**src/rv_consts.svh**
```systemverilog
`ifndef RV_CONSTS_SVH
`define RV_CONSTS_SVH

`define RV_XLEN       32
`define RV_NREG       32
`define RV_UART_ADDR  32'h20020
`define RV_DMEM_WORDS 256

// major opcodes
`define RV_OP_LUI     7'b0110111
`define RV_OP_AUIPC   7'b0010111
`define RV_OP_JAL     7'b1101111
`define RV_OP_JALR    7'b1100111
`define RV_OP_BRANCH  7'b1100011
`define RV_OP_LOAD    7'b0000011
`define RV_OP_STORE   7'b0100011
`define RV_OP_IMM     7'b0010011
`define RV_OP_REG     7'b0110011

// branch funct3
`define RV_F3_BEQ     3'b000
`define RV_F3_BNE     3'b001
`define RV_F3_BLT     3'b100
`define RV_F3_BGE     3'b101
`define RV_F3_BLTU    3'b110
`define RV_F3_BGEU    3'b111

// load/store funct3
`define RV_F3_B       3'b000
`define RV_F3_H       3'b001
`define RV_F3_W       3'b010
`define RV_F3_BU      3'b100
`define RV_F3_HU      3'b101

// alu funct3
`define RV_F3_ADD     3'b000
`define RV_F3_SLL     3'b001
`define RV_F3_SLT     3'b010
`define RV_F3_SLTU    3'b011
`define RV_F3_XOR     3'b100
`define RV_F3_SR      3'b101
`define RV_F3_OR      3'b110
`define RV_F3_AND     3'b111

`define RV_F7_BASE    7'b0000000
`define RV_F7_ALT     7'b0100000

// access size in rv_mem_req_t
`define RV_SIZE_B     2'd0
`define RV_SIZE_H     2'd1
`define RV_SIZE_W     2'd2

`endif

```
**src/rv_byte_lane.sv**
```systemverilog
`include "rv_consts.svh"

module rv_byte_lane (
    input  logic       clk,
    input  logic       i_we,
    input  logic [7:0] i_idx,
    input  logic [7:0] i_data,
    output logic [7:0] o_data
);

    logic [7:0] mem [0:`RV_DMEM_WORDS-1];

    always_ff @(posedge clk) begin
        if (i_we) begin
            mem[i_idx] <= i_data;
        end
    end

    assign o_data = mem[i_idx];                     // async read

    a_idx_range: assert property (@(posedge clk) i_we |-> (int'(i_idx) < `RV_DMEM_WORDS));

endmodule

```
**config.mk**
```make
export PLATFORM = sky130hd
export DESIGN_NAME = rv_byte_lane
export DESIGN_NICKNAME = d
export VERILOG_FILES = /design/src/rv_byte_lane.sv
export VERILOG_INCLUDE_DIRS = /design/src
export SDC_FILE = /design/constraint.sdc
export NUM_CORES = 2
export LEC_CHECK = 0
export ABC_AREA = 1
export BUFFER_PORTS_ARGS = -buffer_cell sky130_fd_sc_hd__buf_4
export CAP_MARGIN = 0
export CORE_MARGIN = 3
export CORE_UTILIZATION = 55
export DETAILED_ROUTE_END_ITERATION = 6
export GPL_TIMING_DRIVEN = 0
export HOLD_SLACK_MARGIN = 0.1
export PLACE_DENSITY = 0.79
export SYNTH_ARGS = -nofsm -noshare
export SYNTH_HDL_FRONTEND = slang
export SYNTH_SLANG_ARGS = --single-unit
```
**constraint.sdc**
```tcl
create_clock -name clk -period 2.72 [get_ports clk]
set_input_delay 0.544 -clock clk [delete_from_list [all_inputs] [get_ports clk]]
set_output_delay 0.544 -clock clk [all_outputs]
set_load 0.005 [all_outputs]
```
---- Yosys cells after proc, flatten, opt, wreduce, memory -nomap -nowiden ----
Memory sizes are Yosys's and may differ from the RTL's.
Cells that the tools add are included.
cells by class
  muxes and demuxes ....................... 2
operators with widths
  kind              count
  1-bit 2-to-1 mux  2
storage, ports and cells
  output and inout port bits .............. 8
  input port bits ......................... 18
  bits in registers ....................... 0
  memories kept ........................... 1
  word-level logic and storage cells ...... 3
  memory bits (writable) .................. 2048
memories
  name  depth  width  read ports  clocked after Yosys merged registers in  write ports  line                text
  mem   256    8      1           0                                        1            rv_byte_lane.sv:11  logic [7:0] mem [0:`RV_DMEM_WORDS-1];

---- Longest topological paths before layout ----
  depth in word-level cells ............... 2
  mapped depth ............................ 15
  mapped depth without buffers ............ 13

---- Least setup slack after synthesis ----
OpenSTA, ideal clock, no wires.
  path kind ............................... input port to flip-flop
  from .................................... input i_idx[1]
  to ...................................... memory mem[234][0], enable pin
  slack ................................... 336 ps
  arrival ................................. 2014 ps
  library setup time ...................... 370 ps
  cell stages on the path ................. 10
  buffers on the path ..................... 4
  cell sequence ........................... buf_4 -> inv_4 -> nor2_8 -> buf_4 -> buf_4 -> inv_2 -> nor2_1 -> nand2_1 -> clkbuf_1 -> nor2_1
RTL lines
  item         line                text
  from (decl)  rv_byte_lane.sv:6   input logic [7:0] i_idx,
  to (decl)    rv_byte_lane.sv:11
No word-level cell before the write port.

---- Final worst setup path ----
  from .................................... input i_idx[0]
  to ...................................... output o_data[2]
between the ends
  longest elaborated chain between the ends .. 1
ends and longest elaborated chain
  item                line               text
  memory 256 x 8 bit  n/a
  to (decl)           rv_byte_lane.sv:8  output logic [7:0] o_data
Every way passes these cells.

==> results.tsv <==
stage	metric	value	unit
worst_setup_path	cp_slowest_stage_delay	0.26	ns
synth	synth_seq_cells	2048	
worst_setup_path	cp_cell_sequence	buf_4, buf_12, nor2_8, buf_12, buf_4, nand2_1, nand3_1, nand2_1, nand2_1, o21ai_1, nand2_1, nor2_1, nor2_1, nor2_1, nand2_2, buf_6	
flow_run	cap_viol_max_count	0	
global_routing	grt_pass1_vias	57000	
worst_setup_path	path_class	in -> out	
layout	regMostFlops	mem	
sta	period_share	125	%
power	vdd_drop_max	0.880	mV
global_routing	grt_usage	31.6	%
clocking	htree_levels	4	
sta	timing.fmax	295	MHz
routing	dr.pass1.iters	7	
layout	layout-drive-gt1-share	13.4	%
place	finalWeightedCongestion	0.991	
floorplan	ioPinCount	26	
clocking	numCtsBuffers	192	
synth	syn_avg_cell_area	10.6	sq um
sta	timing_max_transition_violations_final	0	
floorplan	num_rows	143	
power	power.leakage	38.3	nW
routing	drt-total-wl	254	mm
global_routing	gr-total-overflow	0	
global_routing	grt_max_degree	144	
place	io_buffers	23	
synth	synthCells	8013	
sta	tightest_slew	1.36	ns
sta	setup_viol	366	
layout	top_regs	mem: 2048 flops	
synth	yosysMostFrequentCell	nand2_1	
routing	drcViolationCount	2	
floorplan	die_width	398	um
synth	yosysWarnings	0	
synth	syn_area	84700	sq um
layout	nets	8271	
sta	period_minus_slack	3.39	ns
layout	final_area	97100	sq um
synth	yosys.area.top_type	edfxtp_1	
clocking	root_buffer	clkbuf_16	
routing	viasPerCell	5.82	
sta	slew_headroom	9.04	%
sta	setup_slack	-0.672	ns
clocking	cts_sinks	2048	
synth	synthFlopType	edfxtp_1	
sta	tns	-24.41	ns
clocking	cts_tree	yes	
worst_setup_path	end_kind	output port	
floorplan	initial_core_util	55.6	%
synth	synth_nets	8031	
global_routing	grt_pass1_wl	364	mm
worst_setup_path	crit_top_cell	nand2_1	
floorplan	core	152000	sq um
min_path	hold_class	in -> reg	
synth	synth.area.top_cells	edfxtp_1 73%, nand2_1 21%, nor2_1 1.6%, nand3_1 1.1%, buf_2 1.1%	
sta	whs	0.162	ns
sta	hold_viol	0	
place	dpl_cell_area	87900	sq um
place	dp_hpwl	164	mm
worst_setup_path	cp.required	2.18	ns
routing	drt_iter0_markers	9276	
synth	async_flop_share	0	%
routing	vias	60900	
power	p_per_area	681	nW/um^2
floorplan	dieArea	159000	sq um
synth	synth_cell_type_count	17	
clocking	clock_path_buffers	3	
synth	synth_top_area_share	72.6	%
clocking	clkTransAtPathRegs	0.06	ns
routing	drtAntennaViolNets	0	
worst_setup_path	critPathMaxFanout	10	
outcome	outcome	finished, violations left	
worst_setup_path	slowest_stage	nor2_8	
global_routing	antenna_found_initial	9	
layout	syn_to_final_growth	14.6	%
worst_setup_path	crit_path_start_kind	primary input	
synth	yosysSeqAreaShare	72.6	%
synth	synth-edff-count	2048	
layout	largest_reg_flops	2048	
synth	synth_common_cells	4770 x nand2_1, 2048 x edfxtp_1, 361 x nor2_1	
sta	rsz0062_at_grt	true	
routing	wire_per_inst	24.3	um
outcome	violations	DRC, setup timing	
floorplan	die_h	398	um
worst_setup_path	critPathArrivalTime	2.85	ns
[power by group]
group	switching, mW	internal (mW)	total, mW
clock network	12.0	14.6	26.6
logic	3.58	1.15	4.72
registers	0.0165	34.8	34.8
total	15.6	50.6	66.1
[worst paths after layout]
path,cells after the start,from,slack (ns),endpoint
worst max-delay path,16,i_idx[0],-0.67,o_data[2]
worst min-delay path,1,i_data[2],0.16,mem[181][2]$_DFFE_PP_
[layer usage]
layer / part of all wire, % / global-route usage [%]
met1: 35 / 41.0
met2: 45 / 47.5
met3: 14 / 9.85
met4: 6.6 / 17.9
met5: 0.016 / 0
[final cells by class]
| cell class | count | area (sq um) |
|---|---|---|
| clock buffer | 234 | 4960 |
| multi-input combinational | 5513 | 23000 |
| clock inverter | 125 | 1250 |
| buffer | 415 | 2820 |
| tap | 2030 | 2540 |
| inverter | 35 | 151 |
| sequential | 2048 | 61500 |
| fill | 10900 | 55300 |
| timing repair buffer | 48 | 822 |
| antenna | 4 | 10.0 |
[stage by stage]
step / worst slack (ns) / instances / power, mW / util, %
finish: -0.672 / 10500 / 66.1 / 63.7
global route: -0.709 / 10400 / 67.5 / 63.7
CTS: -0.558 / 10400 / 65.6 / 62.9
detailed placement: -1.70 / 10100 / 39.5 / 57.7
global placement: -1.89 / 10100 / 39.4 / 57.3
floorplan: 0.336 / 8013 / 37.5 / -
[cell usage in the layout, fill, tap and decap left out, types with 85 or more instances in the layout]
cell type,n
nor2_1,167
edfxtp_1,2048
nand2_2,144
clkbuf_1,85
buf_2,107
nor2_2,111
clkbuf_16,193
nand3_1,175
nand2_1,4618
[kinds of logic (layout without fill, tap and decap cells)]
logic type             after synthesis  in the layout  synth area share (%)
and+or+nand+nor                   5321           5321                  23.9
buffers and inverters              452            857                  2.37
DFF                               2048           2048                  72.6
AOI/OAI and AO/OA                  192            192                  1.13
other                                0              4                     0
[what timing repair did]
item | 4_1_cts | 5_1_grt
pin swaps | 64 | 121
hold endpoints to repair | 54 | 0
hold buffers | 2 | 0
resized for setup | 631 | 424
buffers inserted | 4 | 1
setup endpoints to repair | 1314 | 1178
cloned | 0 | 1
[worst max-delay path: cells and delay by family]
family	cells	cell delay (ns)
AO/OA/AOI/OAI	1	0.09
buffers and inverters	5	0.89
AND/OR/NAND/NOR	10	1.29
Note: power is estimated with default switching activity, not from simulation.
