--- config.mk ---
export PLATFORM = sky130hd
export DESIGN_NAME = rv_regfile
export DESIGN_NICKNAME = d
export VERILOG_FILES = /design/src/rv_pkg.sv /design/src/rv_regfile.sv
export VERILOG_INCLUDE_DIRS = /design/src
export SDC_FILE = /design/constraint.sdc
export NUM_CORES = 1
export LEC_CHECK = 0
export BUFFER_PORTS_ARGS = -buffer_cell sky130_fd_sc_hd__buf_2
export CORE_ASPECT_RATIO = 0.8
export CORE_MARGIN = 5
export CORE_UTILIZATION = 32
export CTS_CLUSTER_DIAMETER = 40
export DETAILED_ROUTE_END_ITERATION = 7
export GPL_ROUTABILITY_DRIVEN = 0
export PLACE_DENSITY = 0.5
export SLEW_MARGIN = 20
export SYNTH_ARGS = -nofsm -noshare
export SYNTH_HDL_FRONTEND = slang
export SYNTH_SLANG_ARGS = --single-unit
export TNS_END_PERCENT = 30
--- constraint.sdc ---
create_clock -name clk -period 3.5 [get_ports clk]
set_input_delay 0.525 -clock clk [delete_from_list [all_inputs] [get_ports clk]]
set_output_delay 0.525 -clock clk [all_outputs]
set_load 0.01 [all_outputs]
--- src/rv_consts.svh ---
`ifndef RV_CONSTS_SVH
`define RV_CONSTS_SVH

`define RV_XLEN       32
`define RV_NREG       32
`define RV_UART_ADDR  32'h20020
`define RV_DMEM_WORDS 256

// major opcodes
`define RV_OP_LUI     7'b0110111
`define RV_OP_AUIPC   7'b0010111
`define RV_OP_JAL     7'b1101111
`define RV_OP_JALR    7'b1100111
`define RV_OP_BRANCH  7'b1100011
`define RV_OP_LOAD    7'b0000011
`define RV_OP_STORE   7'b0100011
`define RV_OP_IMM     7'b0010011
`define RV_OP_REG     7'b0110011

// branch funct3
`define RV_F3_BEQ     3'b000
`define RV_F3_BNE     3'b001
`define RV_F3_BLT     3'b100
`define RV_F3_BGE     3'b101
`define RV_F3_BLTU    3'b110
`define RV_F3_BGEU    3'b111

// load/store funct3
`define RV_F3_B       3'b000
`define RV_F3_H       3'b001
`define RV_F3_W       3'b010
`define RV_F3_BU      3'b100
`define RV_F3_HU      3'b101

// alu funct3
`define RV_F3_ADD     3'b000
`define RV_F3_SLL     3'b001
`define RV_F3_SLT     3'b010
`define RV_F3_SLTU    3'b011
`define RV_F3_XOR     3'b100
`define RV_F3_SR      3'b101
`define RV_F3_OR      3'b110
`define RV_F3_AND     3'b111

`define RV_F7_BASE    7'b0000000
`define RV_F7_ALT     7'b0100000

// access size in rv_mem_req_t
`define RV_SIZE_B     2'd0
`define RV_SIZE_H     2'd1
`define RV_SIZE_W     2'd2

`endif

--- src/rv_pkg.sv ---
`include "rv_consts.svh"

package rv_pkg;

    typedef enum logic [5:0] {
        OP_NOP,
        OP_LUI, OP_AUIPC, OP_JAL, OP_JALR,
        OP_BEQ, OP_BNE, OP_BLT, OP_BGE, OP_BLTU, OP_BGEU,
        OP_LB, OP_LH, OP_LW, OP_LBU, OP_LHU,
        OP_SB, OP_SH, OP_SW,
        OP_ADDI, OP_SLTI, OP_SLTIU, OP_XORI, OP_ORI, OP_ANDI,
        OP_SLLI, OP_SRLI, OP_SRAI,
        OP_ADD, OP_SUB, OP_SLL, OP_SLT, OP_SLTU,
        OP_XOR, OP_SRL, OP_SRA, OP_OR, OP_AND
    } rv_op_e;

    typedef logic [`RV_XLEN-1:0] rv_word_t;
    typedef logic [$clog2(`RV_NREG)-1:0] rv_reg_t;
    typedef logic [7:0] uart_byte_t;

    typedef struct packed {
        rv_op_e   op;
        rv_reg_t  rd;
        rv_reg_t  rs1;
        rv_reg_t  rs2;
        rv_word_t imm;     // sign-extended for its format
        rv_word_t pc;
    } rv_dec_t;

    typedef struct packed {
        rv_word_t   addr;
        rv_word_t   store_data;
        logic       we;
        logic       re;
        logic [1:0] size;
        logic       unsigned_ld;
    } rv_mem_req_t;

    typedef struct packed {
        logic     en;
        rv_reg_t  rd;
        rv_word_t data;
    } rv_wb_t;

endpackage

--- src/rv_regfile.sv ---
`include "rv_consts.svh"

module rv_regfile
    import rv_pkg::*;
(
    input  logic     clk,
    input  rv_reg_t  i_rs1,
    input  rv_reg_t  i_rs2,
    input  rv_wb_t   i_wb,
    output rv_word_t o_rs1_val,
    output rv_word_t o_rs2_val
);

    rv_word_t regs [1:`RV_NREG-1];                  // x0 is not stored

    always_ff @(posedge clk) begin
        if (i_wb.en && (i_wb.rd != '0)) begin
            regs[i_wb.rd] <= i_wb.data;
        end
    end

    function automatic rv_word_t read_port(input rv_reg_t rs);
        if (rs == '0) begin
            return '0;
        end else if (i_wb.en && (i_wb.rd == rs)) begin
            return i_wb.data;                       // bypass from execute
        end
        return regs[rs];
    endfunction

    always_comb begin
        o_rs1_val = read_port(i_rs1);
        o_rs2_val = read_port(i_rs2);
    end

endmodule

# Word-level counts from Yosys, hierarchy flattened
# Memory sizes are Yosys's and may differ from the RTL's.
# Index checks and enable logic that the tools add are counted.
# totals
register_bits	0
mem_bits_rw	992
input_bits	49
output_inout_bits	64
elab_cells	21
memories	1
# memory_table
memory	depth	width	rd	rd_clocked_by_memory_dff	write_ports	line_no	source
regs	31	32	2	0	1	rv_regfile.sv:14	rv_word_t regs [1:`RV_NREG-1];
# classes
eq_ne	2
mux	12
reduce_logical	6
# op_table
cell	count
$mux W32	6
$eq A5 B5 Y1	2
$logic_not A5 Y1	2
$mux W1	6
$reduce_bool A5 Y1	1
$logic_and A1 B1 Y1	3

# Depth between registers and ports, before layout
# depth
depth_word	5
mapped_depth	10
depth_no_buf	5

# Least setup slack after synthesis
# No wires, ideal clock.
# synth_path
kind	input to register
start	in i_wb[32] (netlist bit)
end	mem regs[28][0] (netlist bit), enable pin
setup_time_ns	0.421
arrival_time_ns	2.679
t_required_ns	3.079
setup_slack_ns	0.400
stages	4
n_path_buf	2
path_cell_list	clkbuf_1 or3b_2 clkbuf_1 nor2_1
# synth_between
elab_chain_len	4
# synth_lines
item	line_no	source
start: declaration	rv_regfile.sv:9	input rv_wb_t i_wb,
$reduce_bool A5 Y1	rv_regfile.sv:17	if (i_wb.en && (i_wb.rd != '0)) begin
$logic_and A1 B1 Y1	rv_regfile.sv:17	
$mux W1	rv_regfile.sv:17	
$mux W1 (not written as such)	rv_regfile.sv:18	regs[i_wb.rd] <= i_wb.data;
end: declaration	rv_regfile.sv:14	
# Several ways; a longest one is shown, not always the timed one.

# Worst setup path after layout
# layout_path
start	in i_rs1[4]
end	out o_rs1_val[12]
# layout_between
elab_chain_len	5
word_cells_on_any_way	8
cone_classes	eq/ne: 1; mux: 4; reduce/logical: 2; memory: 1
# layout_lines
item	line_no	source
start: declaration	rv_regfile.sv:7	input rv_reg_t i_rs1,
parallel branches: the longest is 4 deep, another holds $mem_v2 Z31 W32	--	
$mux W32 *	rv_regfile.sv:28	return regs[rs];
end: declaration	rv_regfile.sv:10	output rv_word_t o_rs1_val,
# Every way passes the cells marked *.

==> results.cfg <==
[status]
status = finished clean

[global_routing]
antenna_found_initial = 9
first_global_vias = 29700
overflow = 0
grt_max_degree = 52
grt-busiest-layer = met2
grt_pass1_wl_um = 238000
met1_usage = 0.297
use_met3 = 0.0536
grtUsageMet2 = 0.356
grt_use_total = 0.223

[route]
routed_wl_um = 174000
ant_nets = 0
wl_per_cell_um = 36.2
drt-initial-drc-count = 3814
remaining_drc_errors = 0
drtPass1Iterations = 5
routed_via_density = 6.16
num_vias = 29600

[cts]
post_cts.repair.setup_buffers = 0
path_clk_slew_ns = 0.05
cts_made_buffers = 132
cts_root_buf = clkbuf_16
cts_sinks = 992
cts_tree = built
clockBufferDepth = 3
htree_levels = 4
cts-resized-gates = 0
holdBufCountCts = 0

[synthesis]
synth_area_per_cell_um2 = 18.3
yosys.cell_types.count = 48
ys_seq_area_frac = 0.642
synth_ff_type = edfxtp_1
yosysWarnings = 0
synthCells = 2536
synthArstFlopShare = 0
synth_edf_count = 992
ys_seq_elements = 992
syn-num-nets = 2585
netlist_area_um2 = 46400

[cells_and_area]
reg.largest.list = regs x992
final_cell_area_um2 = 55800
final_cell_mix = edfxtp_1, mux4_2, mux2i_1
regMostFlops = regs
area_growth_pct = 20.3
drive_above_1_share = 0.340
fin_nets = 2842
largest_reg_flops = 992
layout_commonest_cell = edfxtp_1
nFillCells = 13100

[worst_hold_path]
hold_path.class = primary input to flop

[placed_design]
port_buffers = 112
place_hpwl_um = 99700
placed_area_um2 = 51200

[setup_path]
worstPathMaxFanout = 20
critical_path.endpoint_type = primary output
critPathRequiredTime_ns = 2.97
crit_type = primary input to primary output
arrival_ns = 2.76
start_kind = primary input

[timing]
slew-limit-headroom = 0.252
hold_viol = 0
max_slew.worst_pin.slew_ns = 1.12
finalMaxSlewViolations = 0
rsz0062_at_grt = false
period_needed_ns = 3.28
tns_ns = 0
period_share = 0.937
fmax_mhz = 305
setup_viol = 0

[floorplanning]
io_pins = 113
die-area_um2 = 153000
rows = 125
die_h_um = 351
start_util = 0.321
core_area_um2 = 145000
die_w_um = 436

[power]
power.density_nw_per_um2 = 542
power_mw = 30.2
peakVddDrop_v = 0.000383
p_leak_nw = 18.1

[job]
cap_violations = 0
==> area by class of cell <==
cell class	count	area (um^2)	area share
flip-flops and latches	992	29800	0.534
multi-input cells	1323	15800	0.283
clock buffers	150	3520	0.0631
repair buffers	340	3200	0.0573
well taps	1905	2380	0.0427
clock inverters	84	1090	0.0195
inverters	4	15.0	0.000269
diodes	1	2.50	0.0000448
==> power by group <==
part	internal (mW)	switching (mW)
logic	1.10	1.64
clock network	8.83	5.37
registers	13.2	0.0596
==> per-stage QoR <==
stage / std cells / worst slack (ns) / hold slack, ns / utilization
after floorplan: 2536 / 0.400 / 0.624 / -
after global placement: 4564 / 0.198 / 0.844 / 0.354
after detailed placement: 4564 / 0.244 / 0.845 / 0.354
after CTS: 4798 / 0.199 / 0.0363 / 0.386
after global routing: 4798 / 0.167 / 0.0905 / 0.386
final: 4799 / 0.220 / 0.0894 / 0.386
==> synthesized netlist by cell type, types with 4 or more instances <==
| cell type | n | area (um^2) |
|---|---|---|
| a221oi_1 | 73 | 639 |
| a221o_1 | 9 | 90.1 |
| mux4_2 | 381 | 8580 |
| nor2b_1 | 9 | 56.3 |
| o22ai_1 | 29 | 181 |
| buf_4 | 33 | 248 |
| edfxtp_1 | 992 | 29800 |
| nor3_1 | 11 | 55.1 |
| o21ai_0 | 10 | 50.1 |
| a32o_1 | 31 | 310 |
| nand3b_1 | 6 | 45.0 |
| buf_6 | 9 | 101 |
| nand2_1 | 22 | 82.6 |
| a211o_1 | 20 | 175 |
| mux2i_1 | 204 | 2040 |
| mux2_2 | 8 | 90.1 |
| nor2_1 | 116 | 435 |
| a21oi_1 | 93 | 465 |
| or3_1 | 4 | 25.0 |
| buf_2 | 43 | 215 |
| xnor2_1 | 8 | 70.1 |
| clkbuf_1 | 117 | 439 |
| buf_1 | 11 | 41.3 |
| a22oi_1 | 60 | 450 |
| a22o_1 | 45 | 394 |
| a211oi_1 | 67 | 503 |
| nand2b_1 | 7 | 43.8 |
| o21ai_1 | 27 | 135 |
| nor4_1 | 8 | 50.1 |
| o221ai_1 | 18 | 158 |
| nand3_1 | 30 | 150 |
| nand4_1 | 8 | 50.1 |
==> logic make-up (layout without fill, tap and decap cells) <==
family,count (synthesis),in the layout,share of synthesized area
AOI/OAI and AO/OA,492,492,0.0782
xor gates and xnor gates,10,10,0.00189
buffers and inverters,221,578,0.0242
DFF,992,992,0.642
muxes,593,593,0.231
other,0,1,0
and+or+nand+nor,228,228,0.0226
==> per-layer routing <==
metal  vias to the layer above  part of all wire
met5                         -           0.00028
met2                      1812              0.47
met3                       366             0.098
met1                     15900              0.40
li1                      11500                 -
met4                         8             0.035
==> worst max-delay path: stages <==
cell and delay, ns:
buf_2 0.36, inv_2 0.35, buf_12 0.28, a221oi_1 0.44
a21oi_1 0.08, o21ai_1 0.29, a32o_1 0.25, buf_2 0.14
==> path summary, 6_finish.rpt <==
path,depth (start not counted),endpoint,from
min,1,regs[6][19]$_DFFE_PP_,i_wb[19]
max,8,o_rs1_val[12],i_rs1[4]
Power figures use the tool's default switching activity.
