## src/rv_consts.svh

```systemverilog
`ifndef RV_CONSTS_SVH
`define RV_CONSTS_SVH

`define RV_XLEN       32
`define RV_NREG       32
`define RV_UART_ADDR  32'h20020
`define RV_DMEM_WORDS 256

// major opcodes
`define RV_OP_LUI     7'b0110111
`define RV_OP_AUIPC   7'b0010111
`define RV_OP_JAL     7'b1101111
`define RV_OP_JALR    7'b1100111
`define RV_OP_BRANCH  7'b1100011
`define RV_OP_LOAD    7'b0000011
`define RV_OP_STORE   7'b0100011
`define RV_OP_IMM     7'b0010011
`define RV_OP_REG     7'b0110011

// branch funct3
`define RV_F3_BEQ     3'b000
`define RV_F3_BNE     3'b001
`define RV_F3_BLT     3'b100
`define RV_F3_BGE     3'b101
`define RV_F3_BLTU    3'b110
`define RV_F3_BGEU    3'b111

// load/store funct3
`define RV_F3_B       3'b000
`define RV_F3_H       3'b001
`define RV_F3_W       3'b010
`define RV_F3_BU      3'b100
`define RV_F3_HU      3'b101

// alu funct3
`define RV_F3_ADD     3'b000
`define RV_F3_SLL     3'b001
`define RV_F3_SLT     3'b010
`define RV_F3_SLTU    3'b011
`define RV_F3_XOR     3'b100
`define RV_F3_SR      3'b101
`define RV_F3_OR      3'b110
`define RV_F3_AND     3'b111

`define RV_F7_BASE    7'b0000000
`define RV_F7_ALT     7'b0100000

// access size in rv_mem_req_t
`define RV_SIZE_B     2'd0
`define RV_SIZE_H     2'd1
`define RV_SIZE_W     2'd2

`endif

```

## src/rv_pkg.sv

```systemverilog
`include "rv_consts.svh"

package rv_pkg;

    typedef enum logic [5:0] {
        OP_NOP,
        OP_LUI, OP_AUIPC, OP_JAL, OP_JALR,
        OP_BEQ, OP_BNE, OP_BLT, OP_BGE, OP_BLTU, OP_BGEU,
        OP_LB, OP_LH, OP_LW, OP_LBU, OP_LHU,
        OP_SB, OP_SH, OP_SW,
        OP_ADDI, OP_SLTI, OP_SLTIU, OP_XORI, OP_ORI, OP_ANDI,
        OP_SLLI, OP_SRLI, OP_SRAI,
        OP_ADD, OP_SUB, OP_SLL, OP_SLT, OP_SLTU,
        OP_XOR, OP_SRL, OP_SRA, OP_OR, OP_AND
    } rv_op_e;

    typedef logic [`RV_XLEN-1:0] rv_word_t;
    typedef logic [$clog2(`RV_NREG)-1:0] rv_reg_t;
    typedef logic [7:0] uart_byte_t;

    typedef struct packed {
        rv_op_e   op;
        rv_reg_t  rd;
        rv_reg_t  rs1;
        rv_reg_t  rs2;
        rv_word_t imm;     // sign-extended for its format
        rv_word_t pc;
    } rv_dec_t;

    typedef struct packed {
        rv_word_t   addr;
        rv_word_t   store_data;
        logic       we;
        logic       re;
        logic [1:0] size;
        logic       unsigned_ld;
    } rv_mem_req_t;

    typedef struct packed {
        logic     en;
        rv_reg_t  rd;
        rv_word_t data;
    } rv_wb_t;

endpackage

```

## src/rv_store_align.sv

```systemverilog
`include "rv_consts.svh"

module rv_store_align
    import rv_pkg::*;
(
    input  rv_mem_req_t      i_mem,
    output logic [3:0]       o_lane_we,
    output uart_byte_t [3:0] o_lane_data,
    output logic [7:0]       o_word_idx
);

    logic [1:0] ofs;
    logic [4:0] shift;
    logic [3:0] mask;

    assign ofs = i_mem.addr[1:0];

    always_comb begin
        case (i_mem.size)
            `RV_SIZE_B: begin
                shift = {ofs, 3'b000};
                mask  = 4'b0001 << ofs;
            end
            `RV_SIZE_H: begin
                shift = {ofs[1], 4'b0000};          // halves sit on even lanes
                mask  = 4'b0011 << {ofs[1], 1'b0};
            end
            default: begin
                shift = 5'd0;
                mask  = 4'b1111;
            end
        endcase
    end

    assign o_lane_data = i_mem.store_data << shift;
    assign o_lane_we   = i_mem.we ? mask : 4'b0000;
    assign o_word_idx  = i_mem.addr[9:2];

endmodule

```

## config.mk

```make
export PLATFORM = sky130hd
export DESIGN_NAME = rv_store_align
export DESIGN_NICKNAME = d
export VERILOG_FILES = /design/src/rv_pkg.sv /design/src/rv_store_align.sv
export VERILOG_INCLUDE_DIRS = /design/src
export SDC_FILE = /design/constraint.sdc
export NUM_CORES = 1
export LEC_CHECK = 0
export BUFFER_PORTS_ARGS = -buffer_cell sky130_fd_sc_hd__buf_4
export CAP_MARGIN = 15
export CORE_AREA = 2 2 48 54
export DETAILED_ROUTE_END_ITERATION = 10
export DIE_AREA = 0 0 50 56
export GPL_ROUTABILITY_DRIVEN = 0
export MAX_ROUTING_LAYER = met4
export PLACE_DENSITY_LB_ADDON = 0.12
export SYNTH_ARGS = -nofsm -noshare
export SYNTH_HDL_FRONTEND = slang
export SYNTH_SLANG_ARGS = --single-unit
```

## constraint.sdc

```tcl
create_clock -name vclk -period 3.75
set_clock_uncertainty 0.1 [all_clocks]
set_input_delay 0.75 -clock vclk [all_inputs]
set_output_delay 0.75 -clock vclk [all_outputs]
set_load 0.01 [all_outputs]
```

* Word level (Yosys, flattened, before mapping) *
Index checks and enable logic that the tools add are counted.
Widths: inputs -> output; s select.

cells by class
  equality and inequality tests = 1
  shift-type cells = 3
  muxes and demuxes = 3
  reductions and logical operators = 1

operators by type and width
  operator             count
  $shl 32x5->32        1
  $pmux 5 s2           1
  $pmux 4 s2           1
  $mux 4               1
  $shl 1x2->4 const A  1
  $shl 2x2->4 const A  1
  $eq 2x1->1 const B   1
  $logic_not 2->1      1

word-level totals
  bits in registers = 0
  input port bits = 69
  output and inout port bits = 44

* Depth between registers and ports, before layout *
Gate-level depths: netlist of run 1.

  depth in word-level cells = 3
  depth in mapped cells = 5
  depth with buffers taken out = 3

* Worst setup path after synthesis of run 1 *
Ideal clock, no wire load.

  path type = input to output
  start = input i_mem[2] (netlist name)
  end = output o_lane_data[24] (netlist name)
  data arrival time = 1.650 ns
  path slack = 1.250 ns
  cell stages on the path = 4
  buffers on the path = 2
  cells stage by stage = or3b_1 > buf_6 > buf_12 > mux2i_1

RTL lines
  item             RTL line             text
  start, declared  rv_store_align.sv:6  input rv_mem_req_t i_mem,
  end, declared    rv_store_align.sv:8  output uart_byte_t [3:0] o_lane_data,

==> impl_summary.log, run 1 <==
[metrics] outcome: complete, no violations
[metrics] chip height: 56 um
[metrics] Compound-Gate Fraction of Synth Area: 20.1%
[metrics] category of the worst setup path launch point: input pin
[metrics] via density per instance: 4.75
[metrics] P per Cell Area: 137 nW/um^2
[metrics] worst min-delay path class: in -> out
[metrics] summed negative setup slack over all endpoints: 0 ps
[metrics] Synth Area in XOR/XNOR: 0%
[metrics] average cell area after synthesis: 7.45 sq um
[metrics] growth of design area from synthesis to finish: 73.4%
[metrics] number of buffers inserted by port buffering: 73
[metrics] MaxCap Viol Count: 0
[metrics] number of failing hold endpoints at the final stage: 0
[metrics] CP endpoint kind: primary output
[metrics] startpoint-to-endpoint class of the critical path: in -> out
[metrics] main combinational cell family by area after synthesis: multiplexers
[metrics] detailed-routing iteration count for the pre-antenna-repair pass: 2
[metrics] final cell count without fillers: 184
[metrics] hpwl dp: 1.90 mm
[metrics] overall die area: 2800 sq um
[metrics] number of antenna-violating nets in the routed design: 0
[metrics] share of cell area taken by muxes after synthesis: 35.0%
[metrics] Yosys cell types: 17
[metrics] IO Count: 113
[metrics] standard-cell row count: 18
[metrics] largest net degree at the start of global routing: 20
[metrics] Simple-Gate Fraction of Synth Area: 27.4%
[metrics] Total Nets Final: 225
[metrics] post-route design area: 1190 sq um
[metrics] beginning of the worst hold path: i_mem[40]
[metrics] share of layout cells above drive strength 1: 51.3%
[metrics] ratio of final minimum period to clock period: 79.1%
[metrics] routed length per placed instance: 12.8 um
[metrics] static leakage: 0.627 nW
[metrics] post-cts repair resize count: 0
[metrics] count of clock buffers in the final design: 0
[metrics] Post-Syn Instances: 92
[metrics] Netlist Area Pre-Place: 686 sq um
[metrics] count of yosys warnings during synthesis: 0
[metrics] antenna diode count: 0
[metrics] time the final worst path needs with I/O delays and setup: 2970 ps
[metrics] DP Worst Slack: 780 ps
[metrics] violation count after the first detailed-route iteration: 7
[metrics] Overflow after GRT: 0
[metrics] Req. time, crit path: 2900 ps
[metrics] maximum resistive drop on vdd: 66.1 uV
[metrics] net count of the mapped netlist: 161
[metrics] initial cell density of the core: 30.8%
[metrics] adder-cell share of the synthesized area: 0%
[metrics] combined flip-flop and latch cell area: 0 sq um
[metrics] placeable core area: 2230 sq um
[metrics] sequential cell count: 0
[metrics] unrepaired setup endpoints after global routing: no
[metrics] remaining max-slew budget at the tightest pin: 53.9%
[metrics] post-cts hold buffer count: 0
[metrics] antenna violations before repair: 0
[metrics] commonest non-fill, non-tap cell in the layout: buf_4
[metrics] Final Slew Violations: 0
[metrics] Placed Area: 1190 sq um
[metrics] hold path cells: 0
[metrics] worst-path maximum fanout: 10
[metrics] chip width: 50 um
[metrics] Worst Slack Setup Final: 785 ps
[metrics] total routed wirelength: 2.35 mm
[metrics] Final setup viols: 0
[metrics] number of DRC violations after detailed routing: 0
[metrics] commonest non-fill, non-tap cells in the layout: buf_4, mux2i_1, nand2_1
[metrics] timing-limited maximum frequency: 337 MHz
[metrics] worst hold endpoint: o_word_idx[1]
[metrics] sequential area share after synthesis: 0%
[metrics] global-route wire length before repair: 3.86 mm
[metrics] global-route total usage across every layer: 16.9%
[metrics] Placed Cells: 184
[metrics] vias in the first global route: 854
[metrics] pin slew with the least headroom to its limit: 689 ps
[metrics] total via count in the routed design: 874
[metrics] worst path arrival time: 2120 ps
[metrics] buffers inserted by post-CTS timing repair: 0
report_power, final:
group          total, mW  switching [mW]  internal (mW)  leakage [nW]
Combinational      0.163          0.0716         0.0917         0.627
Clock                  0               0              0             0
Sequential             0               0              0             0
cell type report:
cell class / count / area (sq um)
Fill cell: 223 / 1040
Timing Repair Buffer: 76 / 583
Tap cell: 30 / 37.5
Multi-Input combinational cell: 78 / 568
metal layers:
metal | vias to the layer above | track usage (%) | wire, um
li1 | 446 | - | -
met4 | 0 | 0.397 | 4
met2 | 40 | 32.5 | 1290
met1 | 386 | 19.7 | 879
met5 | - | - | 0
met3 | 2 | 1.08 | 174
how the worst max path moves through the flow:
stage | cells after the start | from | to
after global placement | 6 | i_mem[2] | o_lane_data[12]
after detailed placement | 6 | i_mem[2] | o_lane_data[12]
after CTS | 6 | i_mem[2] | o_lane_data[12]
final | 6 | i_mem[2] | o_lane_data[12]
after floorplan | 4 | i_mem[2] | o_lane_data[24]
after global routing | 6 | i_mem[2] | o_lane_data[24]
cell usage after synthesis (all sizes together):
cell type | instances | area, sq um
nor2 | 4 | 31.3
o21bai | 1 | 7.51
or3b | 1 | 8.76
nand2 | 16 | 60.1
mux2i | 24 | 240
o2bb2ai | 8 | 70.1
o21ai | 1 | 5.00
nor3b | 1 | 12.5
and2 | 9 | 56.3
o21a | 2 | 15.0
a21oi | 8 | 40.0
buf | 14 | 120
nor2b | 3 | 18.8
logic make-up after synthesis:
kind of cell           Yosys count
and+or+nand+nor                 34
muxes                           24
AOI/OAI and AO/OA               20
buffers and inverters           14
metrics by stage:
step	hold slack, ps	total power, mW	utilization [%]
global placement	1400	0.162	53.3
detailed placement	1400	0.165	53.3
global route	1400	0.178	53.3
CTS	1400	0.165	53.3
finish	1400	0.163	53.3
floorplan	1490	0.0824	-
critical path: stages:
cell and delay, ps:
buf_4 140, or3b_1 630, buf_4 290, nand2_1 70, a21oi_1 60, buf_4 170
Power figures use the tool's default switching activity.
==> run 2: changes to the inputs <==
--- a/config.mk
+++ b/config.mk
@@ -8,9 +8,9 @@
 export LEC_CHECK = 0
 export BUFFER_PORTS_ARGS = -buffer_cell sky130_fd_sc_hd__buf_4
 export CAP_MARGIN = 15
-export CORE_AREA = 2 2 48 54
+export CORE_AREA = 2 2 52 58
 export DETAILED_ROUTE_END_ITERATION = 10
-export DIE_AREA = 0 0 50 56
+export DIE_AREA = 0 0 54 60
 export GPL_ROUTABILITY_DRIVEN = 0
 export MAX_ROUTING_LAYER = met4
 export PLACE_DENSITY_LB_ADDON = 0.12
==> constraint.sdc (replaced) <==
create_clock -name vclk -period 2.6
set_clock_uncertainty 0.1 [all_clocks]
set_input_delay 0.52 -clock vclk [all_inputs]
set_output_delay 0.52 -clock vclk [all_outputs]
set_load 0.01 [all_outputs]
==> run 2 against run 1 <==
  * Clock-buffer cell count stayed put
  * Highest routed layer is now met3
  * Core utilization is 8.1 points lower
  * Design area is 2.8% higher
  * Global-route usage is 2.6 points lower
  * Combinational power is 48% higher
  * Final cell count is 3.8% higher
  * Sequential cell count stayed put
  * Via count is 3.3% higher
==> impl_summary.log, run 2 (same netlist as run 1, synthesis figures left out) <==
[metrics] Overflow after GRT: 0
[metrics] Total Nets Final: 229
[metrics] Worst Slack Setup Final: 272 ps
[metrics] sequential cell count: 0
[metrics] growth of design area from synthesis to finish: 78.3%
[metrics] P per Cell Area: 197 nW/um^2
[metrics] CP endpoint kind: primary output
[metrics] # fillers: 290
[metrics] time the final worst path needs with I/O delays and setup: 2330 ps
[metrics] number of DRC violations after detailed routing: 0
[metrics] unrepaired setup endpoints after global routing: no
[metrics] detailed-routing iteration count for the pre-antenna-repair pass: 2
[metrics] total routed wirelength: 2.52 mm
[metrics] commonest non-fill, non-tap cells in the layout: buf_4, mux2i_1, nand2_1
[metrics] vias in the first global route: 766
[metrics] Req. time, crit path: 1980 ps
[metrics] post-route design area: 1220 sq um
[metrics] post-cts hold buffer count: 0
[metrics] total via count in the routed design: 903
[metrics] standard-cell row count: 20
[metrics] global-route total usage across every layer: 14.3%
[metrics] routed length per placed instance: 13.2 um
[metrics] critical path's largest stage delay: 490 ps
[metrics] static leakage: 0.646 nW
[metrics] Placed Cells: 191
[metrics] MaxCap Viol Count: 0
[metrics] ratio of final minimum period to clock period: 89.5%
[metrics] chip height: 60 um
[metrics] largest net degree at the start of global routing: 17
[metrics] summed negative setup slack over all endpoints: 0 ps
[metrics] remaining max-slew budget at the tightest pin: 77.3%
[metrics] DP Worst Slack: 267 ps
[metrics] number of antenna-violating nets in the routed design: 0
[metrics] via density per instance: 4.73
[metrics] final cell count without fillers: 191
[metrics] global-route wire length before repair: 3.52 mm
[metrics] count of clock buffers in the final design: 0
[metrics] pin slew with the least headroom to its limit: 339 ps
[metrics] Placed Area: 1220 sq um
[metrics] antenna diode count: 0
[metrics] maximum resistive drop on vdd: 82.4 uV
[metrics] worst path arrival time: 1710 ps
[metrics] overall die area: 3240 sq um
[metrics] number of buffers inserted by port buffering: 73
[metrics] timing-limited maximum frequency: 430 MHz
[metrics] Final Slew Violations: 0
[metrics] category of the worst setup path launch point: input pin
[metrics] violation count after the first detailed-route iteration: 13
[metrics] chip width: 54 um
[metrics] initial cell density of the core: 25.4%
[metrics] share of layout cells above drive strength 1: 52.5%
[metrics] post-cts repair resize count: 0
[metrics] highest-delay cell along the critical path: or3b_1
[metrics] buffers inserted by post-CTS timing repair: 0
[metrics] Top cell by count, worst path: buf_4
[metrics] worst-path maximum fanout: 10
[metrics] antenna violations before repair: 0
[metrics] hold slack: 940 ps
[metrics] placeable core area: 2700 sq um
[metrics] IO Count: 113
[metrics] Layout Utilization: 45.2%
[metrics] combined flip-flop and latch cell area: 0 sq um
[metrics] Final setup viols: 0
[metrics] worst min-delay path class: in -> out
[metrics] commonest non-fill, non-tap cell in the layout: buf_4
[metrics] outcome: complete, no violations
[metrics] startpoint-to-endpoint class of the critical path: in -> out
[metrics] hpwl dp: 2.08 mm
[metrics] cell-by-cell trace of the critical path: buf_4 -> or3b_1 -> buf_4 -> mux2i_1 -> buf_4
[metrics] total power of the final layout: 0.241 mW
[metrics] number of failing hold endpoints at the final stage: 0
run 2: cell types whose count changed in the layout (fill, tap and decap cells not counted), sizes merged:
cell  delta
buf      +4
run 2: critical path, delay by kind of cell:
kind | cells | cell delay (ps)
buffers and inverters | 3 | 520
multiplexers | 1 | 170
AND/OR/NAND/NOR | 1 | 490
run 2: per-layer routing:
layer	track usage (%)	vias up	part of all wire, %
met1	16.8	400	41
met2	26.0	51	47
met4	0	0	0
li1	-	452	-
met3	3.25	0	11
met5	-	-	0
run 2: worst paths after layout:
kind                       from              end  slack, ps  cells after the start
worst max-delay path   i_mem[2]  o_lane_data[25]        270                      5
worst min-delay path  i_mem[40]    o_word_idx[1]        940                      0
run 2: where the power goes:
part | internal, mW | total, mW | switching (mW)
clock network | 0 | 0 | 0
registers | 0 | 0 | 0
logic | 0.136 | 0.241 | 0.105
total | 0.136 | 0.241 | 0.105
run 2: cell type report:
| cell class | count | area, sq um | area share [%] |
|---|---|---|---|
| Tap cell | 33 | 41.3 | 3.38 |
| Multi-Input combinational cell | 78 | 568 | 46.5 |
| Timing Repair Buffer | 80 | 613 | 50.2 |
