$ cat src/rv_consts.svh
`ifndef RV_CONSTS_SVH
`define RV_CONSTS_SVH

`define RV_XLEN       32
`define RV_NREG       32
`define RV_UART_ADDR  32'h20020
`define RV_DMEM_WORDS 256

// major opcodes
`define RV_OP_LUI     7'b0110111
`define RV_OP_AUIPC   7'b0010111
`define RV_OP_JAL     7'b1101111
`define RV_OP_JALR    7'b1100111
`define RV_OP_BRANCH  7'b1100011
`define RV_OP_LOAD    7'b0000011
`define RV_OP_STORE   7'b0100011
`define RV_OP_IMM     7'b0010011
`define RV_OP_REG     7'b0110011

// branch funct3
`define RV_F3_BEQ     3'b000
`define RV_F3_BNE     3'b001
`define RV_F3_BLT     3'b100
`define RV_F3_BGE     3'b101
`define RV_F3_BLTU    3'b110
`define RV_F3_BGEU    3'b111

// load/store funct3
`define RV_F3_B       3'b000
`define RV_F3_H       3'b001
`define RV_F3_W       3'b010
`define RV_F3_BU      3'b100
`define RV_F3_HU      3'b101

// alu funct3
`define RV_F3_ADD     3'b000
`define RV_F3_SLL     3'b001
`define RV_F3_SLT     3'b010
`define RV_F3_SLTU    3'b011
`define RV_F3_XOR     3'b100
`define RV_F3_SR      3'b101
`define RV_F3_OR      3'b110
`define RV_F3_AND     3'b111

`define RV_F7_BASE    7'b0000000
`define RV_F7_ALT     7'b0100000

// access size in rv_mem_req_t
`define RV_SIZE_B     2'd0
`define RV_SIZE_H     2'd1
`define RV_SIZE_W     2'd2

`endif

$ cat src/rv_pkg.sv
`include "rv_consts.svh"

package rv_pkg;

    typedef enum logic [5:0] {
        OP_NOP,
        OP_LUI, OP_AUIPC, OP_JAL, OP_JALR,
        OP_BEQ, OP_BNE, OP_BLT, OP_BGE, OP_BLTU, OP_BGEU,
        OP_LB, OP_LH, OP_LW, OP_LBU, OP_LHU,
        OP_SB, OP_SH, OP_SW,
        OP_ADDI, OP_SLTI, OP_SLTIU, OP_XORI, OP_ORI, OP_ANDI,
        OP_SLLI, OP_SRLI, OP_SRAI,
        OP_ADD, OP_SUB, OP_SLL, OP_SLT, OP_SLTU,
        OP_XOR, OP_SRL, OP_SRA, OP_OR, OP_AND
    } rv_op_e;

    typedef logic [`RV_XLEN-1:0] rv_word_t;
    typedef logic [$clog2(`RV_NREG)-1:0] rv_reg_t;
    typedef logic [7:0] uart_byte_t;

    typedef struct packed {
        rv_op_e   op;
        rv_reg_t  rd;
        rv_reg_t  rs1;
        rv_reg_t  rs2;
        rv_word_t imm;     // sign-extended for its format
        rv_word_t pc;
    } rv_dec_t;

    typedef struct packed {
        rv_word_t   addr;
        rv_word_t   store_data;
        logic       we;
        logic       re;
        logic [1:0] size;
        logic       unsigned_ld;
    } rv_mem_req_t;

    typedef struct packed {
        logic     en;
        rv_reg_t  rd;
        rv_word_t data;
    } rv_wb_t;

endpackage

$ cat src/rv_execute.sv
`include "rv_consts.svh"

module rv_execute
    import rv_pkg::*;
(
    input  rv_dec_t     i_dec,
    input  rv_word_t    i_a,
    input  rv_word_t    i_b,
    output rv_word_t    o_result,
    output logic        o_wb_en,
    output logic        o_jump,
    output rv_word_t    o_jump_addr,
    output rv_mem_req_t o_mem,
    output logic        o_uart_pulse
);

    rv_word_t sum_ai;
    rv_word_t link;
    logic     eq;
    logic     lt_s;
    logic     lt_u;
    logic     uart_hit;
    logic [4:0] shamt;

    assign sum_ai   = i_a + i_dec.imm;              // also the load/store address
    assign link     = i_dec.pc + 32'd4;
    assign eq       = (i_a == i_b);
    assign lt_s     = ($signed(i_a) < $signed(i_b));
    assign lt_u     = (i_a < i_b);
    assign shamt    = i_dec.imm[4:0];
    assign uart_hit = (i_dec.op == OP_SB) && (sum_ai == `RV_UART_ADDR);

    always_comb begin
        o_result          = '0;
        o_wb_en           = 1'b0;
        o_jump            = 1'b0;
        o_jump_addr       = i_dec.pc + i_dec.imm;   // branch and jal target
        o_mem             = '0;
        o_mem.addr        = sum_ai;
        o_mem.store_data  = i_b;
        o_uart_pulse      = 1'b0;

        case (i_dec.op)
            OP_LUI:   begin o_result = i_dec.imm;            o_wb_en = 1'b1; end
            OP_AUIPC: begin o_result = i_dec.pc + i_dec.imm; o_wb_en = 1'b1; end
            OP_JAL: begin
                o_result = link;
                o_wb_en  = 1'b1;
                o_jump   = 1'b1;
            end
            OP_JALR: begin
                o_result    = link;
                o_wb_en     = 1'b1;
                o_jump      = 1'b1;
                o_jump_addr = {sum_ai[31:1], 1'b0};
            end
            OP_BEQ:  o_jump = eq;
            OP_BNE:  o_jump = !eq;
            OP_BLT:  o_jump = lt_s;
            OP_BGE:  o_jump = !lt_s;
            OP_BLTU: o_jump = lt_u;
            OP_BGEU: o_jump = !lt_u;
            OP_LB, OP_LH, OP_LW, OP_LBU, OP_LHU: begin
                o_result          = sum_ai;
                o_wb_en           = 1'b1;
                o_mem.re          = 1'b1;
                o_mem.unsigned_ld = (i_dec.op == OP_LBU) || (i_dec.op == OP_LHU);
                o_mem.size        = (i_dec.op == OP_LW) ? `RV_SIZE_W :
                                    (i_dec.op == OP_LH || i_dec.op == OP_LHU) ? `RV_SIZE_H :
                                    `RV_SIZE_B;
            end
            OP_SB: begin
                o_mem.we     = !uart_hit;           // uart byte never reaches memory
                o_mem.size   = `RV_SIZE_B;
                o_uart_pulse = uart_hit;
            end
            OP_SH: begin o_mem.we = 1'b1; o_mem.size = `RV_SIZE_H; end
            OP_SW: begin o_mem.we = 1'b1; o_mem.size = `RV_SIZE_W; end
            OP_ADDI:  begin o_result = sum_ai;                o_wb_en = 1'b1; end
            OP_SLTI:  begin
                o_result = {31'b0, $signed(i_a) < $signed(i_dec.imm)};
                o_wb_en  = 1'b1;
            end
            OP_SLTIU: begin o_result = {31'b0, i_a < i_dec.imm}; o_wb_en = 1'b1; end
            OP_XORI:  begin o_result = i_a ^ i_dec.imm;        o_wb_en = 1'b1; end
            OP_ORI:   begin o_result = i_a | i_dec.imm;        o_wb_en = 1'b1; end
            OP_ANDI:  begin o_result = i_a & i_dec.imm;        o_wb_en = 1'b1; end
            OP_SLLI:  begin o_result = i_a << shamt;           o_wb_en = 1'b1; end
            OP_SRLI:  begin o_result = i_a >> shamt;           o_wb_en = 1'b1; end
            OP_SRAI:  begin o_result = $signed(i_a) >>> shamt; o_wb_en = 1'b1; end
            OP_ADD:   begin o_result = i_a + i_b;              o_wb_en = 1'b1; end
            OP_SUB:   begin o_result = i_a - i_b;              o_wb_en = 1'b1; end
            OP_SLL:   begin o_result = i_a << i_b[4:0];        o_wb_en = 1'b1; end
            OP_SLT:   begin o_result = {31'b0, lt_s};          o_wb_en = 1'b1; end
            OP_SLTU:  begin o_result = {31'b0, lt_u};          o_wb_en = 1'b1; end
            OP_XOR:   begin o_result = i_a ^ i_b;              o_wb_en = 1'b1; end
            OP_SRL:   begin o_result = i_a >> i_b[4:0];        o_wb_en = 1'b1; end
            OP_SRA:   begin o_result = $signed(i_a) >>> i_b[4:0]; o_wb_en = 1'b1; end
            OP_OR:    begin o_result = i_a | i_b;              o_wb_en = 1'b1; end
            OP_AND:   begin o_result = i_a & i_b;              o_wb_en = 1'b1; end
            default: ;
        endcase
    end

    // a redirect must never carry a memory access along with it
    always_comb begin
        assert (!(o_jump && (o_mem.we || o_mem.re)))
            else $error("jump and memory request in one instruction");
    end

endmodule

$ cat config.mk
export PLATFORM = sky130hd
export DESIGN_NAME = rv_execute
export DESIGN_NICKNAME = d
export VERILOG_FILES = /design/src/rv_pkg.sv /design/src/rv_execute.sv
export VERILOG_INCLUDE_DIRS = /design/src
export SDC_FILE = /design/constraint.sdc
export NUM_CORES = 1
export LEC_CHECK = 0
export ABC_AREA = 1
export ABC_CLOCK_PERIOD_IN_PS = 4000
export BUFFER_PORTS_ARGS = -buffer_cell sky130_fd_sc_hd__buf_2
export CELL_PAD_IN_SITES_DETAIL_PLACEMENT = 1
export CELL_PAD_IN_SITES_GLOBAL_PLACEMENT = 2
export CORE_ASPECT_RATIO = 1.5
export CORE_UTILIZATION = 29
export DETAILED_ROUTE_END_ITERATION = 12
export GPL_TIMING_DRIVEN = 0
export PLACE_DENSITY = 0.95
export SYNTH_ARGS = -nofsm -noshare
export SYNTH_HDL_FRONTEND = slang
export SYNTH_SLANG_ARGS = --single-unit
$ cat constraint.sdc
create_clock -name vclk -period 4
set_input_delay 0.8 -clock vclk [all_inputs]
set_output_delay 0.8 -clock vclk [all_outputs]
set_load 0.01 [all_outputs]
# --- Word-level counts from Yosys, hierarchy flattened ---
# Index checks and enable logic that the tools add are counted.
totals:
  word_cells: 83
  out_inout_bits: 136
  regBits: 0
classes:
  addsub: 5
  n_lt_le_gt_ge: 4
  shift: 6
  reduce_logical: 12
  n_bitwise: 6
  n_eq_ne: 39
  muxes: 11
ops:
  columns: ["op", "n"]
  rows:
  - ["$pmux 32 s22", 1]
  - ["$lt 32x32->1", 4]
  - ["$add 32x32->32", 3]
  - ["$eq 6x5->1 const B", 16]
  - ["$and 32x32->32", 2]
  - ["$or 32x32->32", 2]
  - ["$shl 32x5->32", 2]
  - ["$shr 32x5->32", 2]
  - ["$sshr 32x5->32", 2]
  - ["$xor 32x32->32", 2]
  - ["$eq 6x4->1 const B", 8]
  - ["$eq 6x6->1 const B", 6]
  - ["$add 32x3->32 const B", 1]
  - ["$eq 32x18->1 const B", 1]
  - ["$eq 32x32->1", 1]
  - ["$mux 32", 1]
  - ["$sub 32x32->32", 1]
  - ["$reduce_or 28->1", 1]
  - ["$eq 6x3->1 const B", 4]
  - ["$eq 6x2->1 const B", 2]
  - ["$pmux 1 s7", 1]
  - ["$eq 6x1->1 const B", 1]
  - ["$pmux 2 s3", 1]
  - ["$reduce_or 6->1", 1]
  - ["other kinds (8)", 17]

# --- Logic depth before layout (Yosys ltp) ---
depth:
  depth_word: 5
  depth_mapped: 21
  depth_no_buf: 21

# --- Worst setup path before layout ---
# OpenSTA, ideal clock, no wires.
synth_timing:
  path_kind: "input to output"
  from: "input i_a[0]"
  to: "output o_jump"
  path_slack_ns: 0.367
  arrival_ns: 2.833
  cell_stages: 17
  path_buffers: 0
  cell_sequence: "inv_1 > ha_1 > fa_1 > inv_1 > nand2_1 > o21ai_1 > nand2_1 > nand2_1 > nand2_1 > nand2_1 > nand2_1 > nand2_1 > nand2_1 > and2_1 > o21ai_0 > nor2_1 > nand2_1"
synth_via:
  elab_chain_cells: 3
  elab_cells_between_ends: 7
  classes_between: "2 x order compare; 1 x eq/ne; 1 x mux; 3 x reduce/logical"
synth_lines:
  columns: ["item", "line_no", "text"]
  rows:
  - ["start, declared", "rv_execute.sv:7", "input rv_word_t i_a,"]
  - ["$lt 32x32->1, or another cell as far along", "rv_execute.sv:29", "assign lt_u = (i_a < i_b);"]
  - ["$logic_not 1->1 (on tied branches)", "rv_execute.sv:62, rv_execute.sv:58, rv_execute.sv:60", null]
  - ["$pmux 1 s7 *", "rv_execute.sv:43", "case (i_dec.op)"]
  - ["end, declared", "rv_execute.sv:11", "output logic o_jump,"]
# Mark *: on every way between the ends. The rest lies on a longest branch, timed or not.

# --- Worst setup path after layout ---
layout_timing:
  from: "input i_dec[82] (netlist name)"
  to: "output o_result[6]"
layout_via:
  elab_chain_cells: 3
  elab_cells_between_ends: 31
  classes_between: "28 x eq/ne; 1 x mux; 2 x reduce/logical"
layout_lines:
  columns: ["item", "line_no", "text"]
  rows:
  - ["start, declared", "rv_execute.sv:6", "input rv_dec_t i_dec,"]
  - ["$eq 6x4->1, or another cell as far along", "rv_execute.sv:43", null]
  - ["$reduce_or 6->1 (no source line) / $reduce_or 2->1 (equally long branches)", null, null]
  - ["$pmux 32 s22 *", "rv_execute.sv:43", null]
  - ["end, declared", "rv_execute.sv:9", "output rv_word_t o_result,"]
# Marked as above.

==> impl_metrics.ini <==
[layout]
areaGrowthSynthToFinish_pct = 50.3
fin_area_sq_um = 30000
drive_gt1_frac = 0.324
fin_util = 0.442
fin_cells = 5506
nClkBuffers = 0
final-seq-area_sq_um = 0
nFlopsAndLatches = 0
final_nets = 4913

[floorplan]
die_area_sq_um = 69900
rows = 117
die_h_microns = 323
coreArea_sq_um = 67900
pin_count = 285
die_w_microns = 216
start_util = 0.294

[route]
drtAntennaViolNets = 0
wl_per_cell_microns = 33.3
drc_errors = 0
avgViaCountPerCell = 6.39
routed_wl_microns = 183000
dr.pass1.iters = 6
drtIter0Drc = 4071
detailroute.via_count = 35200

[timing]
setup_ws_ns = -0.682
fmax_ghz = 0.214
fin_crit_ns = 4.68
slew_viol_final = 0
hold_viol_final = 0
setup-violations-final = 37
grt_setup_unrepaired = true
tightest_slew_ns = 0.920
timing.final.crit_share = 1.17
slew_headroom = 0.386

[placed_design]
port_buffers = 270
placed_cell_area_sq_um = 22400
placedCellCount = 5286
hpwl_microns = 136000
place_congestion = 1.16

[outcome]
violations = setup timing
status = finished, violations left

[setup_path]
cp-start-kind = input port
cp.arrival_ns = 3.88
cp_num_buf_inv = 5
crit_start = i_dec[82]
critPathSlowestCell = a21oi_2
crit_required_ns = 3.20
cp_num_cells = 18
path_class = input port to primary output
path_max_fanout = 10
path_cells = buf_12 -> clkinv_8 -> nand2_8 -> buf_4 -> nor2_4 -> nand2_4 -> buf_4 -> nand2_1 -> o21ai_0 -> o21ai_0 -> nand3_1 -> a21oi_2 -> nand2_2 -> nor2_2 -> nand2_1 -> nor2_1 -> nand2_1 -> buf_2
max_stage_delay_ns = 0.65
worst_setup_path_end_kind = primary output
cp_top_family = simple AND/OR/NAND/NOR gates
cpMostUsedCell = nand2_1
cp-endpoint = o_result[6]

[synth]
netlist_area_sq_um = 20000
yosysWarnings = 0
synth_cell_types = 47
yosysSeqAreaShare = 0
syn_area_per_cell_sq_um = 4.84
syn_nets = 4435
syn_inst = 4124

[run]
max_cap_viol_count = 0

[global_route]
antenna_found_initial = 18
grt_first_pass_wirelength_microns = 236000
grtUsageTotal = 0.477
grt_max_degree = 13
grt_pass1_vias = 32400
grt_overflow = 0

[hold_path]
hold_class = input port to primary output
min_from = i_b[16]
==> cells by family (layout without fill, tap and decap cells) <==
kind of cell,after synthesis,count (layout),synth area share
AO/OA/AOI/OAI,705,705,0.197
XOR/XNOR,40,40,0.0175
adder cells (fa/ha/maj),162,162,0.103
buffers and inverters,674,1149,0.140
multiplexers,1,1,0.000501
other,0,14,0
AND/OR/NAND/NOR,2542,2543,0.542
==> layout make-up <==
class                      instances  area (sq um)
buffer                           169          1310
inverter                         489          2070
tap                              892          1120
antenna                           14          35.0
multi-input combinational       3451         21600
fill                            9387         37900
timing repair buffer             491          3880
==> synth_stat cells, types with 26 or more instances <==
library cell | count | area, sq um
nand2_1 | 1312 | 4920
nand3_1 | 638 | 3190
inv_1 | 479 | 1800
nor2_1 | 381 | 1430
o21ai_0 | 300 | 1500
a21oi_1 | 245 | 1230
ha_1 | 158 | 1980
clkbuf_1 | 75 | 282
nand4_1 | 73 | 457
o211ai_1 | 68 | 510
nor3_1 | 65 | 325
buf_2 | 55 | 275
buf_4 | 42 | 315
xor2_1 | 34 | 298
or2_2 | 26 | 163
==> per-layer routing <==
metal,up-vias,global-route usage,routed length [microns]
li1,14600,-,-
met1,16700,0.475,59200
met2,2683,0.731,76000
met4,10,0.526,26200
met3,1198,0.177,21800
met5,-,0,175
==> worst min-delay path by stage <==
stage / to / slack [ns] / depth (start not counted)
global placement: o_mem[21] / 1.94 / 3
CTS: o_mem[21] / 1.94 / 3
detailed placement: o_mem[21] / 1.94 / 3
floorplan: o_mem[10] / 1.69 / 1
finish: o_mem[21] / 1.93 / 3
global route: o_mem[8] / 1.95 / 3
==> layout by cell type (no fill, tap or decap), types with 10 or more instances in the layout <==
| cell type | instances |
|---|---|
| o21ai_1 | 45 |
| inv_4 | 15 |
| nand2_2 | 144 |
| o21ai_4 | 27 |
| nor2_1 | 253 |
| clkbuf_2 | 29 |
| nor3_1 | 53 |
| clkinvlp_4 | 28 |
| diode_2 | 14 |
| clkbuf_4 | 19 |
| buf_2 | 202 |
| nand3_1 | 514 |
| a21oi_1 | 197 |
| buf_6 | 73 |
| ha_1 | 80 |
| nor2_4 | 61 |
| buf_12 | 25 |
| o211ai_1 | 68 |
| a21oi_2 | 37 |
| ha_4 | 67 |
| ha_2 | 11 |
| buf_8 | 22 |
| inv_2 | 50 |
| a31oi_1 | 11 |
| o21ai_0 | 212 |
| nand4_1 | 73 |
| nand2_4 | 63 |
| inv_1 | 384 |
| nor2_2 | 73 |
| nand3_2 | 79 |
| xor2_1 | 22 |
| or2_2 | 26 |
| a21oi_4 | 11 |
| buf_4 | 273 |
| nand3_4 | 45 |
| o21ai_2 | 34 |
| nand2_1 | 1099 |
| nand3b_1 | 15 |
| nand2_8 | 10 |
==> stage by stage <==
step | setup slack (ns) | hold WS, ns | TNS (ns)
finish | -0.682 | 1.93 | -9.99
global route | -0.654 | 1.95 | -10.66
CTS | -0.152 | 1.94 | -1.06
detailed placement | -1.80 | 1.94 | -63.39
global placement | -1.75 | 1.94 | -61.93
floorplan | 0.367 | 1.69 | 0
==> tightest hold or removal path: stages <==
cell	delay [ns]
buf_2	0.12
buf_4	0.10
buf_2	0.11
==> repair_timing <==
action / 4_1_cts / 5_1_grt
hold buffers: 0 / 0
gates cloned: 3 / 3
pin swaps: 115 / 210
buffers inserted: 91 / 127
endpoints found under the setup margin: 85 / 50
resized for setup: 933 / 683
